$ cat src/hdl/dbg_ctrl_pkg.sv
/* control types of the debug memory: per-hart update strobes,
   command sequencer states and the error codes it reports */
package dbg_ctrl_pkg;

  // ----------------------------------------------------------
  // per-hart flag updates
  // ----------------------------------------------------------
  typedef struct packed {
    // hart wrote its index to the halted address
    logic halted_set;
    // hart wrote its index to the resuming address
    logic resuming_set;
    // debugger acknowledged the resume
    logic resume_clr;
  } hart_strobe_t;

  // ----------------------------------------------------------
  // command sequencer
  // ----------------------------------------------------------
  typedef enum logic [1:0] {
    CmdIdle      = 2'd0,
    CmdGo        = 2'd1,
    CmdResume    = 2'd2,
    CmdExecuting = 2'd3
  } cmd_state_e;

  // encodings follow the abstractcs cmderr field
  typedef enum logic [2:0] {
    CmdErrNone       = 3'd0,
    CmdErrException  = 3'd3,
    CmdErrHaltResume = 3'd4
  } cmderr_e;

endpackage

$ cat src/hdl/dbg_map_pkg.sv
/* address map, bus types and jump encoding of the debug memory
   shared by every block that decodes or answers a hart access */
package dbg_map_pkg;

  // ----------------------------------------------------------
  // widths
  // ----------------------------------------------------------
  // the debug memory decodes a 12-bit window
  typedef logic [11:0] addr_t;
  typedef logic [31:0] word_t;
  typedef logic [3:0]  be_t;
  // hart select field as written by the debugger
  typedef logic [19:0] hartsel_t;

  // data registers visible to the hart
  localparam int unsigned DataCount = 2;

  // ----------------------------------------------------------
  // address map
  // ----------------------------------------------------------
  // hart reports its state by writing its index to these
  localparam addr_t HaltedAddr      = 12'h100;
  localparam addr_t GoingAddr       = 12'h104;
  localparam addr_t ResumingAddr    = 12'h108;
  localparam addr_t ExceptionAddr   = 12'h10C;
  // variable jump fetched by the parked hart
  localparam addr_t WhereToAddr     = 12'h300;
  localparam addr_t AbstractCmdAddr = 12'h338;
  localparam addr_t DataAddr        = 12'h380;
  // only the low 12 bits take part in the jump offset
  localparam word_t ResumeAddr      = 32'h0000_0808;
  // one byte of go/resume flags per hart
  localparam addr_t FlagsBaseAddr   = 12'h400;
  localparam addr_t FlagsEndAddr    = 12'h7FF;

  // plain memory request, completes in its cycle
  typedef struct packed {
    logic  req;
    logic  we;
    word_t addr;
    word_t wdata;
    be_t   be;
  } bus_req_t;

  // jal x0 with a signed 21-bit byte offset, J-type bit scatter
  function automatic word_t jal_zero(logic [20:0] imm);
    return {imm[20], imm[10:1], imm[11], imm[19:12], 5'd0, 7'b1101111};
  endfunction

endpackage

$ cat src/hdl/dbg_bus_decode.sv
/* write side of the debug memory: turns hart writes into flag strobes,
   going and exception pulses, and byte-merged data register updates */
module dbg_bus_decode #(
  parameter int unsigned  NrHarts    = 4,
  localparam int unsigned HartSelLen = (NrHarts == 1) ? 1 : $clog2(NrHarts)
) (
  input  dbg_map_pkg::bus_req_t                            bus_i,
  input  logic [HartSelLen-1:0]                            hart_sel_i,
  input  logic                                             clear_resumeack_i,
  input  dbg_map_pkg::word_t [dbg_map_pkg::DataCount-1:0]  data_i,
  output dbg_ctrl_pkg::hart_strobe_t [NrHarts-1:0]         strobe_o,
  output logic                                             going_o,
  output logic                                             exception_o,
  output dbg_map_pkg::word_t [dbg_map_pkg::DataCount-1:0]  data_o,
  output logic                                             data_valid_o
);

  localparam int unsigned DataIdxLen =
      (dbg_map_pkg::DataCount > 1) ? $clog2(dbg_map_pkg::DataCount) : 1;
  // last byte of the data area
  localparam dbg_map_pkg::addr_t DataEndAddr =
      dbg_map_pkg::addr_t'(dbg_map_pkg::DataAddr + 4 * dbg_map_pkg::DataCount - 1);

  logic                  write;
  dbg_map_pkg::addr_t    addr;
  logic [HartSelLen-1:0] wdata_hart;
  logic [DataIdxLen-1:0] data_idx;
  logic                  data_hit;

  assign write      = bus_i.req & bus_i.we;
  // upper address bits select the debug module, not decoded here
  assign addr       = bus_i.addr[11:0];
  // hart names itself in the low bits of the written word
  assign wdata_hart = bus_i.wdata[HartSelLen-1:0];
  assign data_idx   = DataIdxLen'((addr - dbg_map_pkg::DataAddr) >> 2);
  assign data_hit   = (addr >= dbg_map_pkg::DataAddr) && (addr <= DataEndAddr);

  // ----------------------------------------------------------
  // per-hart strobes
  // ----------------------------------------------------------
  always_comb begin : p_strobes
    for (int unsigned h = 0; h < NrHarts; h++) begin
      strobe_o[h].halted_set   = write && (addr == dbg_map_pkg::HaltedAddr) &&
                                 (wdata_hart == HartSelLen'(h));
      strobe_o[h].resuming_set = write && (addr == dbg_map_pkg::ResumingAddr) &&
                                 (wdata_hart == HartSelLen'(h));
      // ack clear always targets the debugger's selected hart
      strobe_o[h].resume_clr   = clear_resumeack_i && (hart_sel_i == HartSelLen'(h));
    end
  end

  // hart has picked up the command
  assign going_o     = write && (addr == dbg_map_pkg::GoingAddr);
  // command trapped while executing
  assign exception_o = write && (addr == dbg_map_pkg::ExceptionAddr);

  // ----------------------------------------------------------
  // data registers
  // ----------------------------------------------------------
  always_comb begin : p_data
    data_o       = data_i;
    data_valid_o = 1'b0;
    if (write && data_hit) begin
      data_valid_o = 1'b1;
      // only enabled lanes take the hart's bytes
      for (int unsigned b = 0; b < $bits(dbg_map_pkg::be_t); b++) begin
        if (bus_i.be[b]) begin
          data_o[data_idx][b*8 +: 8] = bus_i.wdata[b*8 +: 8];
        end
      end
    end
  end

endmodule

$ cat src/hdl/dbg_cmd_fsm.sv
/* sequences abstract commands and resume requests for the selected hart,
   drives the go and resume flags, busy and command errors */
module dbg_cmd_fsm #(
  parameter int unsigned  NrHarts    = 4,
  localparam int unsigned HartSelLen = (NrHarts == 1) ? 1 : $clog2(NrHarts)
) (
  input  logic                  clk_i,
  input  logic                  rst_ni,
  input  logic [HartSelLen-1:0] hart_sel_i,
  input  logic                  cmd_valid_i,
  input  logic [NrHarts-1:0]    haltreq_i,
  input  logic [NrHarts-1:0]    resumereq_i,
  input  logic [NrHarts-1:0]    halted_i,
  input  logic [NrHarts-1:0]    resuming_i,
  input  logic [NrHarts-1:0]    halted_set_i,
  input  logic                  going_i,
  input  logic                  exception_i,
  output logic                  go_o,
  output logic                  resume_o,
  output logic                  cmdbusy_o,
  output logic                  cmderror_valid_o,
  output dbg_ctrl_pkg::cmderr_e cmderror_o
);

  // widen to a power of two so any select value indexes in range
  localparam int unsigned NrAligned = 2 ** HartSelLen;

  logic [NrAligned-1:0] haltreq_al, resumereq_al, halted_al, resuming_al, halted_set_al;

  dbg_ctrl_pkg::cmd_state_e state_d, state_q;

  assign haltreq_al    = NrAligned'(haltreq_i);
  assign resumereq_al  = NrAligned'(resumereq_i);
  assign halted_al     = NrAligned'(halted_i);
  assign resuming_al   = NrAligned'(resuming_i);
  assign halted_set_al = NrAligned'(halted_set_i);

  always_comb begin : p_next
    state_d          = state_q;
    cmderror_valid_o = 1'b0;
    cmderror_o       = dbg_ctrl_pkg::CmdErrNone;
    unique case (state_q)
      dbg_ctrl_pkg::CmdIdle: begin
        if (cmd_valid_i && halted_al[hart_sel_i]) begin
          state_d = dbg_ctrl_pkg::CmdGo;
        end else if (cmd_valid_i) begin
          // commands need a halted hart
          cmderror_valid_o = 1'b1;
          cmderror_o       = dbg_ctrl_pkg::CmdErrHaltResume;
        end
        // ignored while a halt is pending or the last resume is unacked
        if (resumereq_al[hart_sel_i] && !resuming_al[hart_sel_i] &&
            !haltreq_al[hart_sel_i] && halted_al[hart_sel_i]) begin
          state_d = dbg_ctrl_pkg::CmdResume;
        end
      end
      // hart fetches whereto and jumps into the command
      dbg_ctrl_pkg::CmdGo: begin
        if (going_i) begin
          state_d = dbg_ctrl_pkg::CmdExecuting;
        end
      end
      // done once the hart parks itself again
      dbg_ctrl_pkg::CmdExecuting: begin
        if (halted_set_al[hart_sel_i]) begin
          state_d = dbg_ctrl_pkg::CmdIdle;
        end
      end
      dbg_ctrl_pkg::CmdResume: begin
        if (resuming_al[hart_sel_i]) begin
          state_d = dbg_ctrl_pkg::CmdIdle;
        end
      end
      default: state_d = dbg_ctrl_pkg::CmdIdle;
    endcase
    // a trap reported by the hart wins over everything
    if (exception_i) begin
      cmderror_valid_o = 1'b1;
      cmderror_o       = dbg_ctrl_pkg::CmdErrException;
    end
  end

  always_ff @(posedge clk_i or negedge rst_ni) begin : p_state
    if (!rst_ni) begin
      state_q <= dbg_ctrl_pkg::CmdIdle;
    end else begin
      state_q <= state_d;
    end
  end

  assign go_o      = (state_q == dbg_ctrl_pkg::CmdGo);
  assign resume_o  = (state_q == dbg_ctrl_pkg::CmdResume);
  assign cmdbusy_o = (state_q != dbg_ctrl_pkg::CmdIdle);

endmodule

$ cat src/hdl/dbg_hart_status.sv
/* halted and resuming flags of one hart, updated by its strobes;
   an unselectable hart keeps both flags at zero */
module dbg_hart_status #(
  parameter bit Selectable = 1'b1
) (
  input  logic                       clk_i,
  input  logic                       rst_ni,
  input  dbg_ctrl_pkg::hart_strobe_t strobe_i,
  output logic                       halted_o,
  output logic                       resuming_o
);

  logic halted_d, halted_q;
  logic resuming_d, resuming_q;

  always_comb begin : p_next
    halted_d   = halted_q;
    resuming_d = resuming_q;
    // debugger ack, loses against a new resuming write below
    if (strobe_i.resume_clr) begin
      resuming_d = 1'b0;
    end
    if (strobe_i.halted_set) begin
      halted_d = 1'b1;
    end
    // hart left the park loop, no longer halted
    if (strobe_i.resuming_set) begin
      halted_d   = 1'b0;
      resuming_d = 1'b1;
    end
  end

  always_ff @(posedge clk_i or negedge rst_ni) begin : p_regs
    if (!rst_ni) begin
      halted_q   <= 1'b0;
      resuming_q <= 1'b0;
    end else begin
      halted_q   <= Selectable & halted_d;
      resuming_q <= Selectable & resuming_d;
    end
  end

  assign halted_o   = halted_q;
  assign resuming_o = resuming_q;

endmodule

$ cat src/hdl/dbg_mem_top.sv
/* memory-mapped side of the execution-based debug module, one flag
   tracker per hart around a shared decoder, sequencer and read mux */
module dbg_mem_top #(
  parameter int unsigned        NrHarts         = 4,
  parameter logic [NrHarts-1:0] SelectableHarts = {NrHarts{1'b1}}
) (
  input  logic                                            clk_i,
  input  logic                                            rst_ni,
  input  dbg_map_pkg::hartsel_t                           hartsel_i,
  input  logic [NrHarts-1:0]                              haltreq_i,
  input  logic [NrHarts-1:0]                              resumereq_i,
  input  logic                                            clear_resumeack_i,
  input  logic                                            cmd_valid_i,
  input  dbg_map_pkg::word_t [dbg_map_pkg::DataCount-1:0] data_i,
  input  dbg_map_pkg::bus_req_t                           bus_i,
  output logic [NrHarts-1:0]                              debug_req_o,
  output logic [NrHarts-1:0]                              halted_o,
  output logic [NrHarts-1:0]                              resuming_o,
  output dbg_map_pkg::word_t [dbg_map_pkg::DataCount-1:0] data_o,
  output logic                                            data_valid_o,
  output logic                                            cmderror_valid_o,
  output dbg_ctrl_pkg::cmderr_e                           cmderror_o,
  output logic                                            cmdbusy_o,
  output dbg_map_pkg::word_t                              rdata_o
);

  localparam int unsigned HartSelLen = (NrHarts == 1) ? 1 : $clog2(NrHarts);

  logic [HartSelLen-1:0]                    hart_sel;
  dbg_ctrl_pkg::hart_strobe_t [NrHarts-1:0] strobe;
  logic [NrHarts-1:0]                       halted_set;
  logic                                     going, exception, go, resume;

  // halt requests go straight to the harts
  assign debug_req_o = haltreq_i;
  assign hart_sel    = hartsel_i[HartSelLen-1:0];

  dbg_bus_decode #(.NrHarts(NrHarts)) i_bus_decode (
    .bus_i, .hart_sel_i(hart_sel), .clear_resumeack_i, .data_i,
    .strobe_o(strobe), .going_o(going), .exception_o(exception),
    .data_o, .data_valid_o
  );

  // ----------------------------------------------------------
  // one flag tracker per hart
  // ----------------------------------------------------------
  for (genvar h = 0; h < NrHarts; h++) begin : gen_hart
    assign halted_set[h] = strobe[h].halted_set;
    dbg_hart_status #(.Selectable(SelectableHarts[h])) i_hart_status (
      .clk_i, .rst_ni, .strobe_i(strobe[h]),
      .halted_o(halted_o[h]), .resuming_o(resuming_o[h])
    );
  end

  dbg_cmd_fsm #(.NrHarts(NrHarts)) i_cmd_fsm (
    .clk_i, .rst_ni, .hart_sel_i(hart_sel), .cmd_valid_i, .haltreq_i, .resumereq_i,
    .halted_i(halted_o), .resuming_i(resuming_o), .halted_set_i(halted_set),
    .going_i(going), .exception_i(exception), .go_o(go), .resume_o(resume),
    .cmdbusy_o, .cmderror_valid_o, .cmderror_o
  );

  dbg_read_mux #(.NrHarts(NrHarts)) i_read_mux (
    .clk_i, .rst_ni, .bus_i, .hart_sel_i(hart_sel), .resumereq_i,
    .go_i(go), .resume_i(resume), .cmdbusy_i(cmdbusy_o), .data_i, .rdata_o
  );

endmodule

$ cat src/hdl/dbg_read_mux.sv
/* read side of the debug memory: whereto jump, polled hart flags and
   data registers, answered one cycle after the request */
module dbg_read_mux #(
  parameter int unsigned  NrHarts    = 4,
  localparam int unsigned HartSelLen = (NrHarts == 1) ? 1 : $clog2(NrHarts)
) (
  input  logic                                            clk_i,
  input  logic                                            rst_ni,
  input  dbg_map_pkg::bus_req_t                           bus_i,
  input  logic [HartSelLen-1:0]                           hart_sel_i,
  input  logic [NrHarts-1:0]                              resumereq_i,
  input  logic                                            go_i,
  input  logic                                            resume_i,
  input  logic                                            cmdbusy_i,
  input  dbg_map_pkg::word_t [dbg_map_pkg::DataCount-1:0] data_i,
  output dbg_map_pkg::word_t                              rdata_o
);

  localparam int unsigned NrAligned  = 2 ** HartSelLen;
  localparam int unsigned DataIdxLen =
      (dbg_map_pkg::DataCount > 1) ? $clog2(dbg_map_pkg::DataCount) : 1;
  localparam dbg_map_pkg::addr_t DataEndAddr =
      dbg_map_pkg::addr_t'(dbg_map_pkg::DataAddr + 4 * dbg_map_pkg::DataCount - 1);

  dbg_map_pkg::addr_t    addr;
  dbg_map_pkg::addr_t    flag_off;
  logic [NrAligned-1:0]  resumereq_al;
  logic [DataIdxLen-1:0] data_idx;
  logic [3:0][7:0]       flags;
  dbg_map_pkg::word_t    rdata_d, rdata_q;

  assign addr         = bus_i.addr[11:0];
  assign resumereq_al = NrAligned'(resumereq_i);
  assign data_idx     = DataIdxLen'((addr - dbg_map_pkg::DataAddr) >> 2);
  // word offset into the flag area, four harts per word
  assign flag_off     = (addr - dbg_map_pkg::FlagsBaseAddr) & ~dbg_map_pkg::addr_t'(3);

  always_comb begin : p_read
    rdata_d = rdata_q;
    flags   = '0;
    if (bus_i.req && !bus_i.we) begin
      // unmapped reads return zero
      rdata_d = '0;
      if (addr == dbg_map_pkg::WhereToAddr) begin
        // a pending command has priority over a resume
        if (cmdbusy_i) begin
          rdata_d = dbg_map_pkg::jal_zero(21'(dbg_map_pkg::AbstractCmdAddr) -
                                          21'(dbg_map_pkg::WhereToAddr));
        end else if (resumereq_al[hart_sel_i]) begin
          rdata_d = dbg_map_pkg::jal_zero(21'(dbg_map_pkg::ResumeAddr[11:0]) -
                                          21'(dbg_map_pkg::WhereToAddr));
        end
      end else if ((addr >= dbg_map_pkg::FlagsBaseAddr) &&
                   (addr <= dbg_map_pkg::FlagsEndAddr)) begin
        // only the selected hart sees its flags, in its own byte lane
        if (flag_off == (dbg_map_pkg::addr_t'(hart_sel_i) & ~dbg_map_pkg::addr_t'(3))) begin
          flags[2'(hart_sel_i)] = {6'b0, resume_i, go_i};
        end
        rdata_d = flags;
      end else if ((addr >= dbg_map_pkg::DataAddr) && (addr <= DataEndAddr)) begin
        rdata_d = data_i[data_idx];
      end
    end
  end

  always_ff @(posedge clk_i or negedge rst_ni) begin : p_rdata
    if (!rst_ni) begin
      rdata_q <= '0;
    end else begin
      rdata_q <= rdata_d;
    end
  end

  assign rdata_o = rdata_q;

endmodule
$ cat config.mk
export PLATFORM = sky130hd
export DESIGN_NAME = dbg_mem_top
export DESIGN_NICKNAME = d
export VERILOG_FILES = /design/src/hdl/dbg_ctrl_pkg.sv /design/src/hdl/dbg_map_pkg.sv /design/src/hdl/dbg_bus_decode.sv /design/src/hdl/dbg_cmd_fsm.sv /design/src/hdl/dbg_hart_status.sv /design/src/hdl/dbg_mem_top.sv /design/src/hdl/dbg_read_mux.sv
export SDC_FILE = /design/constraint.sdc
export NUM_CORES = 1
export LEC_CHECK = 0
export ABC_CLOCK_PERIOD_IN_PS = 2100
export BUFFER_PORTS_ARGS = -buffer_cell sky130_fd_sc_hd__buf_2
export CORE_AREA = 3 3 108 110
export CTS_CLUSTER_DIAMETER = 30
export CTS_CLUSTER_SIZE = 8
export DETAILED_ROUTE_END_ITERATION = 12
export DIE_AREA = 0 0 111 113
export PLACE_DENSITY_LB_ADDON = 0.25
export SLEW_MARGIN = 10
export SYNTH_ARGS = -nofsm -noshare
export SYNTH_HDL_FRONTEND = slang
export SYNTH_SLANG_ARGS = --single-unit
$ cat constraint.sdc
create_clock -name clk_i -period 2.1 [get_ports clk_i]
set_input_delay 0.105 -clock clk_i [delete_from_list [all_inputs] [get_ports clk_i]]
set_output_delay 0.105 -clock clk_i [all_outputs]
set_load 0.005 [all_outputs]
Word level (Yosys, flattened, before mapping)
Cells that the tools add are included.
{"block": "word_totals", "regBits": 42, "inputBits": 166, "out_inout_bits": 114, "elab_cells": 154}
{"block": "op_classes", "addsub": 2, "magnitude_cmp": 8, "n_eq_ne": 18, "mux": 71, "n_bitwise": 2, "n_reduce_logical": 43}
{"op": "$mux W64", "n": 8}
{"op": "$bwmux W64", "n": 4}
{"op": "$mux W32", "n": 8}
{"op": "$demux W32 S1", "n": 4}
{"op": "$eq A12 B9 Y1 const B", "n": 4}
{"op": "$and A26 B32 Y32", "n": 1}
{"op": "$mux W31", "n": 1}
{"op": "$logic_and A1 B1 Y1", "n": 26}
{"op": "$mux W1", "n": 26}
{"op": "$mux W24", "n": 1}
{"op": "$reduce_bool A2 Y1", "n": 9}
{"op": "$demux W8 S2", "n": 1}
{"op": "$mux W16", "n": 1}
{"op": "$mux W8", "n": 2}
{"op": "$eq A12 B10 Y1 const B", "n": 1}
{"op": "$eq A2 B2 Y1 const B", "n": 6}
{"op": "$ge A12 B10 Y1 const B", "n": 1}
{"op": "$ge A12 B11 Y1 const B", "n": 1}
{"op": "$le A12 B10 Y1 const B", "n": 1}
{"op": "$le A12 B11 Y1 const B", "n": 1}
{"op": "$logic_not A12 Y1", "n": 1}
{"op": "$mux W3", "n": 4}
{"op": "$sub A12 B11 Y12 const B", "n": 1}
{"op": "$bmux W1 S2", "n": 5}
{"op": "other kinds (15)", "n": 26}

Depth between registers and ports, before layout
Gate-level depths: netlist of run 1.
{"block": "logic_depth", "word_depth": 17, "mapped_depth": 6, "ltp_nobuf": 5}

Cells and area by module
A second synthesis of run 1 with hierarchy kept.
{"block": "hier_totals", "cells_unflattened": 346, "hier_area_um2": 3534.6}
{"module": "dbg_read_mux", "n_inst": 1, "cells_per_inst": 166, "area_per_inst_um2": 1801.7, "seq_area_each_um2": 800.8}
{"module": "dbg_bus_decode", "n_inst": 1, "cells_per_inst": 122, "area_per_inst_um2": 1133.6, "seq_area_each_um2": 0.0}
{"module": "dbg_cmd_fsm", "n_inst": 1, "cells_per_inst": 30, "area_per_inst_um2": 294.0, "seq_area_each_um2": 50.0}
{"module": "dbg_hart_status", "n_inst": 4, "cells_per_inst": 6, "area_per_inst_um2": 68.8, "seq_area_each_um2": 50.0}
{"module": "dbg_mem_top", "n_inst": 1, "cells_per_inst": 4, "area_per_inst_um2": 30.0, "seq_area_each_um2": 0.0}

Worst setup path after synthesis of run 1
OpenSTA, ideal clock, no wires.
{"block": "synth_path", "path_type": "input to output", "start": "input port bus_i[39] in the netlist's numbering", "end": "output port data_o[0] in the netlist's numbering", "arrival_ps": 1418, "required_ps": 1995, "slack_ps": 577, "stages": 4, "path_buffers": 0, "path_cell_list": "nor4_4 -> nand4_2 -> nor2_2 -> mux2_2"}
{"element": "start, declared", "line": "dbg_mem_top.sv:15", "text": "input dbg_map_pkg::bus_req_t bus_i,"}
{"element": "end, declared", "line": "dbg_mem_top.sv:19", "text": "output dbg_map_pkg::word_t [dbg_map_pkg::DataCount-1:0] data_o,"}

==> impl_metrics.yaml, run 1 <==
run_status:
  status: "finished, final reports clean"
global_routing:
  antenna_found_initial: 3
  grt_pass1_wl_um: 20500
  grt_overflow_total: 0
  grt_pass1_vias: 3629
  grt_max_degree: 43
  track_usage: 0.204
clock_tree:
  cts_inserted_buffers: 5
  cts_sinks: 42
  htreeDepth: 2
  clockRootBuffer: "clkbuf_8"
  clk_latency_ns: 0.29
  clk_pin_slew_ns: 0.09
  post_cts_resized: 0
  cts_buffer_depth: 2
  tritoncts: "built"
worst_setup_path:
  end_kind: "output pin"
  r2r_setup_slack_ns: 0.43
  critPathCapture: "data_o[51]"
  r2r_cells: 4
  worstSetupPathType: "primary input to output pin"
  crit_required_ns: 2.00
  cp-startpoint: "bus_i[39]"
  r2r-start: "i_cmd_fsm.state_q[0]$_DFFE_PN0P_"
  start_kind: "primary input"
  crit_fanout: 8
  r2r_end: "i_read_mux.rdata_o[17]$_DFFE_PN0P_"
  arrival_ns: 1.77
worst_hold_path:
  hp-class: "primary input to register"
yosys:
  synth_compound_area_frac: 0.104
  synth-async-reset-ratio: 1.00
  synth_common_cells: "mux2_2 (79), dfrtp_1 (42), nand2_1 (37)"
  yosysTopAreaCell: "dfrtp_1"
  yosysUniqueCellTypes: 44
  synthSimpleGateAreaFrac: 0.179
  synth_edf_count: 0
  synth_mux_area_frac: 0.339
  synthXorXnorAreaFrac: 0.00516
  syn_area_um2: 3390
  synth_top_area_share: 0.310
  synthAdderAreaFrac: 0
  synth_seq_area_share: 0.310
  syn_inst: 348
  synth_top_family_by_area: "multiplexers"
  synth-seq-cells: 42
  yosysMostFrequentCell: "mux2_2"
  syn_avg_cell_area_um2: 9.75
  syn_nets: 514
  synth_area_leaders: "dfrtp_1 (31%), mux2_2 (26%), mux2i_1 (5.0%)"
  synthFlopType: "dfrtp_1"
  yosys_warnings: 0
power:
  p_leak_nw: 2.46
  cellPowerDensity_nw_per_um2: 392
  ir_worst_vdd_mv: 0.217
  p_total_mw: 1.89
route:
  drc: 0
  ant_nets: 0
  drt-initial-drc-count: 158
  vias: 3547
  first_pass_iters: 4
  via_per_inst: 4.95
  post_drt_wl_per_cell_um: 18.3
  wl_um: 13100
sta:
  rsz0062_at_grt: "no"
  fmax_ghz: 0.535
  finalSetupViolations: 0
  slew_headroom: 0.333
  period_minus_slack_ns: 1.87
  period_share: 0.891
  slew_violations: 0
  clock_skew_ns: 0.00332
  final-hold-violation-count: 0
  worst_slew_pin_slew_ns: 1.00
  setup_tns_ns: 0
place:
  port_buffers: 241
  dp_hpwl_um: 10800
  dpl.cell_count: 706
  gp_congestion: 0.918
  dpl_cell_area_um2: 4710
floorplan:
  core.rowCount: 38
  die_w_um: 111
  fp.dieArea_um2: 12500
  ios: 280
  core_um2: 10800
  die_h_um: 113
  start_util: 0.314
layout:
  postLayoutCellArea_um2: 4820
  fin_cells: 716
  fill_cells: 1061
  area_growth_pct: 42.1
  drive_above_1_share: 0.619
  nNetsFinal: 740
job:
  cap_violations: 0
-- cell type report --
| class | instances | area (um2) | area share |
|---|---|---|---|
| clock buffers | 6 | 82.6 | 0.0171 |
| diodes | 1 | 2.50 | 0.000519 |
| inverters | 5 | 18.8 | 0.00390 |
| flip-flops and latches | 42 | 1050 | 0.218 |
| repair buffers | 253 | 1350 | 0.280 |
| multi-input cells | 267 | 2130 | 0.441 |
| clock inverters | 2 | 12.5 | 0.00260 |
| well taps | 140 | 175 | 0.0364 |
-- worst min-delay path by stage --
stage	slack, ns	end	from	depth (start not counted)
5_1_grt	0.11	gen_hart[2].i_hart_status.resuming_o$_DFFE_PN0P_	clear_resumeack_i	3
2_1_floorplan	-0.19	gen_hart[0].i_hart_status.halted_o$_DFFE_PN0P_	rst_ni	0
3_3_place_gp	0.32	gen_hart[3].i_hart_status.resuming_o$_DFFE_PN0P_	rst_ni	1
4_1_cts	0.11	gen_hart[2].i_hart_status.resuming_o$_DFFE_PN0P_	clear_resumeack_i	3
3_5_place_dp	0.33	i_read_mux.rdata_o[5]$_DFFE_PN0P_	rst_ni	1
6_report	0.13	gen_hart[2].i_hart_status.resuming_o$_DFFE_PN0P_	clear_resumeack_i	3
-- what timing repair did --
action	CTS	global route
buffers inserted	0	0
endpoints found under the hold margin	15	0
setup endpoints to repair	0	0
hold buffers	1	0
-- report_power, final --
part	switching (mW)	internal, mW	total [mW]	leakage (nW)
combinational	0.240	0.256	0.496	1.84
clock	0.297	0.265	0.562	0.0472
sequential	0.00889	0.822	0.831	0.570
total	0.546	1.34	1.89	2.46
-- sequential cells by signal, summed over array words and instances (netlist names) --
register and cells:
i_read_mux.rdata_o 32, gen_hart.i_hart_status.halted_o 4, gen_hart.i_hart_status.resuming_o 4, i_cmd_fsm.state_q 2
-- critical path, cell delays in order --
cell and delay (ns):
buf_2 0.12, nor4_4 0.43, nand4_4 0.26, nor2_4 0.32, mux2_2 0.37, buf_2 0.16
-- routing by layer --
layer  up-vias  track usage  routed length (um)
met5         -            0                  27
met4         4       0.0230                  63
met3         9       0.0519                 886
met2       135        0.360                6530
met1      1677        0.260                5570
li1       1722            -                   -
-- cell families (layout without fill, tap and decap cells) --
| logic type | Yosys count | in the layout |
|---|---|---|
| other cells | 0 | 1 |
| buf+inv | 39 | 266 |
| xor+xnor | 2 | 2 |
| mux | 100 | 100 |
| simple gates | 105 | 105 |
| compound gates | 60 | 60 |
| flops | 42 | 42 |
-- metrics by stage --
stage                     setup WS [ns]   util  hold WS (ns)
final                             0.230  0.446         0.126
after global routing             0.0798  0.446         0.112
after CTS                         0.176  0.446         0.112
after detailed placement          0.179  0.436         0.326
after global placement            0.199  0.436         0.316
after floorplan                   0.577      -        -0.191
-- placed cells by master (no fill, tap or decap), types with 5 or more instances in the layout --
cell and n:
a21oi_1 10, a31oi_1 7, and3_1 7, buf_2 241
buf_4 7, clkbuf_8 6, dfrtp_1 42, inv_1 5
mux2_2 79, mux2i_1 17, nand2_1 37, nor2_1 17
nor3_1 7, o21ai_0 31
Note: power is estimated with default switching activity, not from simulation.
==> inputs of run 2 (changes only) <==
--- a/config.mk
+++ b/config.mk
@@ -7,13 +7,15 @@
 export LEC_CHECK = 0
 export ABC_CLOCK_PERIOD_IN_PS = 2100
 export BUFFER_PORTS_ARGS = -buffer_cell sky130_fd_sc_hd__buf_2
-export CORE_AREA = 3 3 108 110
+export CORE_AREA = 3 3 107 109
 export CTS_CLUSTER_DIAMETER = 30
 export CTS_CLUSTER_SIZE = 8
 export DETAILED_ROUTE_END_ITERATION = 12
-export DIE_AREA = 0 0 111 113
+export DIE_AREA = 0 0 110 112
 export PLACE_DENSITY_LB_ADDON = 0.25
+export RECOVER_POWER = 100
 export SLEW_MARGIN = 10
 export SYNTH_ARGS = -nofsm -noshare
 export SYNTH_HDL_FRONTEND = slang
+export SYNTH_HIERARCHICAL = 1
 export SYNTH_SLANG_ARGS = --single-unit
==> run 2 against run 1 <==
Compared with the run above: utilization rose by 1.1 points; combinational power increased by 6.5%; clock skew is 0.00076 ns higher; global-route usage about the same; setup slack worse by 0.093 ns; sequential power is 1% lower; cell area up 1.5%; first-iteration DRC count decreased by 27%; wire length grew 2.6%; die area fell by 1.8%; critical path type unchanged; highest routed layer is now met4.
==> impl_metrics.yaml, run 2 <==
place:
  dpl_cell_area_um2: 4930
  port_buffers: 241
  dpl.cell_count: 720
  gp_congestion: 0.886
  dp_hpwl_um: 11100
worst_setup_path:
  crit_fanout: 8
  arrival_ns: 1.86
  path_buf_inv: 4
  crit_top_cell: "buf_4"
  worstSetupPathType: "primary input to output pin"
  end_kind: "output pin"
  crit_required_ns: 2.00
  crit_chain: "clkbuf_1 -> or3b_1 -> buf_4 -> nor4_2 -> buf_4 -> mux2_2 -> buf_2"
  r2r_setup_slack_ns: 0.73
  start_kind: "primary input"
  r2r_cells: 4
  r2r-start: "i_cmd_fsm/state_q[0]$_DFFE_PN0P_"
  r2r_end: "i_read_mux/rdata_o[6]$_DFFE_PN0P_"
  cpMaxStageDelayCell: "or3b_1"
  crit_family: "simple AND/OR/NAND/NOR gates"
  crit_cells: 7
  max_stage_delay_ns: 0.40
yosys:
  synth-seq-cells: 42
  syn_avg_cell_area_um2: 10.2
  synthFlopType: "dfrtp_1"
  synth_common_cells: "mux2_2 (71), dfrtp_1 (42), nand2_1 (36)"
  yosysUniqueCellTypes: 50
  yosysMostFrequentCell: "mux2_2"
  synth_edf_count: 0
  synth_area_leaders: "dfrtp_1 (30%), mux2_2 (23%), mux2i_1 (7.4%)"
  synth_seq_area_share: 0.297
  syn_area_um2: 3530
  syn_inst: 346
  synth_top_area_share: 0.297
  syn_nets: 512
  yosysTopAreaCell: "dfrtp_1"
  yosys_warnings: 6
  synth-async-reset-ratio: 1.00
clock_tree:
  post_cts_resized: 0
  htreeDepth: 2
  cts_inserted_buffers: 5
  cts_setup_buffers: 0
  tritoncts: "built"
  cts_sinks: 42
  ctsHoldBuffers: 1
  cts_buffer_depth: 2
  clockRootBuffer: "clkbuf_8"
  clk_latency_ns: 0.29
  clk_pin_slew_ns: 0.08
power:
  pwr-share-clk: 0.323
  ir_worst_vdd_mv: 0.239
  p_int_mw: 1.43
  swShare: 0.284
  p_total_mw: 1.99
  p_leak_nw: 2.35
  switchingPower_uw: 566
  pwr-share-seq: 0.412
  cellPowerDensity_nw_per_um2: 408
  combPwrFrac: 0.265
sta:
  rsz0062_at_grt: "no"
  period_minus_slack_ns: 1.96
  clock_skew_ns: 0.00408
  period_share: 0.935
  finalSetupViolations: 0
  final-hold-violation-count: 0
  slew_headroom: 0.137
  worst_slew_pin_slew_ns: 1.30
  fmax_ghz: 0.509
  slew_violations: 0
  setup_tns_ns: 0
  hold_slack_ns: 0.108
run_status:
  status: "finished, final reports clean"
global_routing:
  grt_pass1_wl_um: 19300
  antenna_found_initial: 0
  track_usage: 0.203
  grt_max_degree: 33
  grt_pass1_vias: 3654
  grt_overflow_total: 0
floorplan:
  core_um2: 10700
  die_h_um: 112
  start_util: 0.330
  core.rowCount: 38
  fp.dieArea_um2: 12300
  die_w_um: 110
  ios: 280
layout:
  largest_reg_flops: 32
  area_growth_pct: 38.4
  fill_cells: 1095
  layout_common_cells: "buf_2 (178), mux2_2 (71), clkbuf_1 (66)"
  nNetsFinal: 754
  drive_above_1_share: 0.489
  layout_commonest_cell: "buf_2"
  fin_cells: 729
  antenna_cells: 0
  postLayoutCellArea_um2: 4890
route:
  drt-initial-drc-count: 115
  ant_nets: 0
  via_per_inst: 5.18
  first_pass_iters: 4
  wl_um: 13400
  vias: 3775
  drc: 0
  post_drt_wl_per_cell_um: 18.4
worst_hold_path:
  hp-start: "data_i[21]"
  hp-class: "primary input to register"
  hold_end: "i_read_mux/rdata_o[21]$_DFFE_PN0P_"
  min_path_cells: 3
job:
  cap_violations: 0
run 2: kinds of logic (layout without fill, tap and decap cells):
family | after synthesis | count (layout) | synth area share
buffers and inverters | 33 | 276 | 0.0492
flip-flops | 42 | 42 | 0.297
multiplexers | 103 | 103 | 0.332
AND/OR/NAND/NOR | 116 | 116 | 0.217
AO/OA/AOI/OAI | 52 | 52 | 0.104
run 2: worst max path at each step:
stage / from / endpoint / slack, ns
2_1_floorplan: bus_i[47] / i_cmd_fsm/state_q[0]$_DFFE_PN0P_ / 0.09
3_3_place_gp: bus_i[47] / i_cmd_fsm/state_q[0]$_DFFE_PN0P_ / 0.05
3_5_place_dp: bus_i[47] / i_cmd_fsm/state_q[0]$_DFFE_PN0P_ / 0.02
4_1_cts: bus_i[47] / data_o[40] / 0.15
5_1_grt: bus_i[44] / data_o[3] / 0.02
6_report: bus_i[47] / data_o[40] / 0.14
run 2: power groups by stage:
stage	Sequential [mW]	Combinational, mW	Clock (mW)
finish	0.821	0.528	0.644
CTS	0.823	0.549	0.665
global route	0.823	0.577	0.687
global placement	0.838	0.534	0
floorplan	0.837	0.246	0
detailed placement	0.839	0.545	0
run 2: final cells by class:
class	count	area (um2)	share of cell area
Clock buffer	7	76.3	0.0156
Clock inverter	1	30.0	0.00614
Tap cell	140	175	0.0358
Timing Repair Buffer	259	1280	0.262
Inverter	9	33.8	0.00691
Sequential cell	42	1050	0.215
Multi-Input combinational cell	271	2240	0.459
run 2: metal layers:
metal | vias to the layer above | wire (um) | global-route usage
li1 | 1776 | - | -
met1 | 1810 | 5570 | 0.260
met2 | 172 | 6650 | 0.357
met3 | 17 | 1010 | 0.0330
met4 | 0 | 204 | 0.0432
met5 | - | 0 | 0
run 2: stage by stage:
step | setup slack (ns) | util
after CTS | 0.154 | 0.472
after global placement | 0.0516 | 0.461
final | 0.137 | 0.457
after floorplan | 0.0943 | -
after global routing | 0.0170 | 0.457
after detailed placement | 0.0201 | 0.461
run 2: tightest hold or removal path, delay by kind of cell:
family / cells / cell delay [ns]
AO/OA/AOI/OAI: 1 / 0.11
buffers and inverters: 1 / 0.09
multiplexers: 1 / 0.06
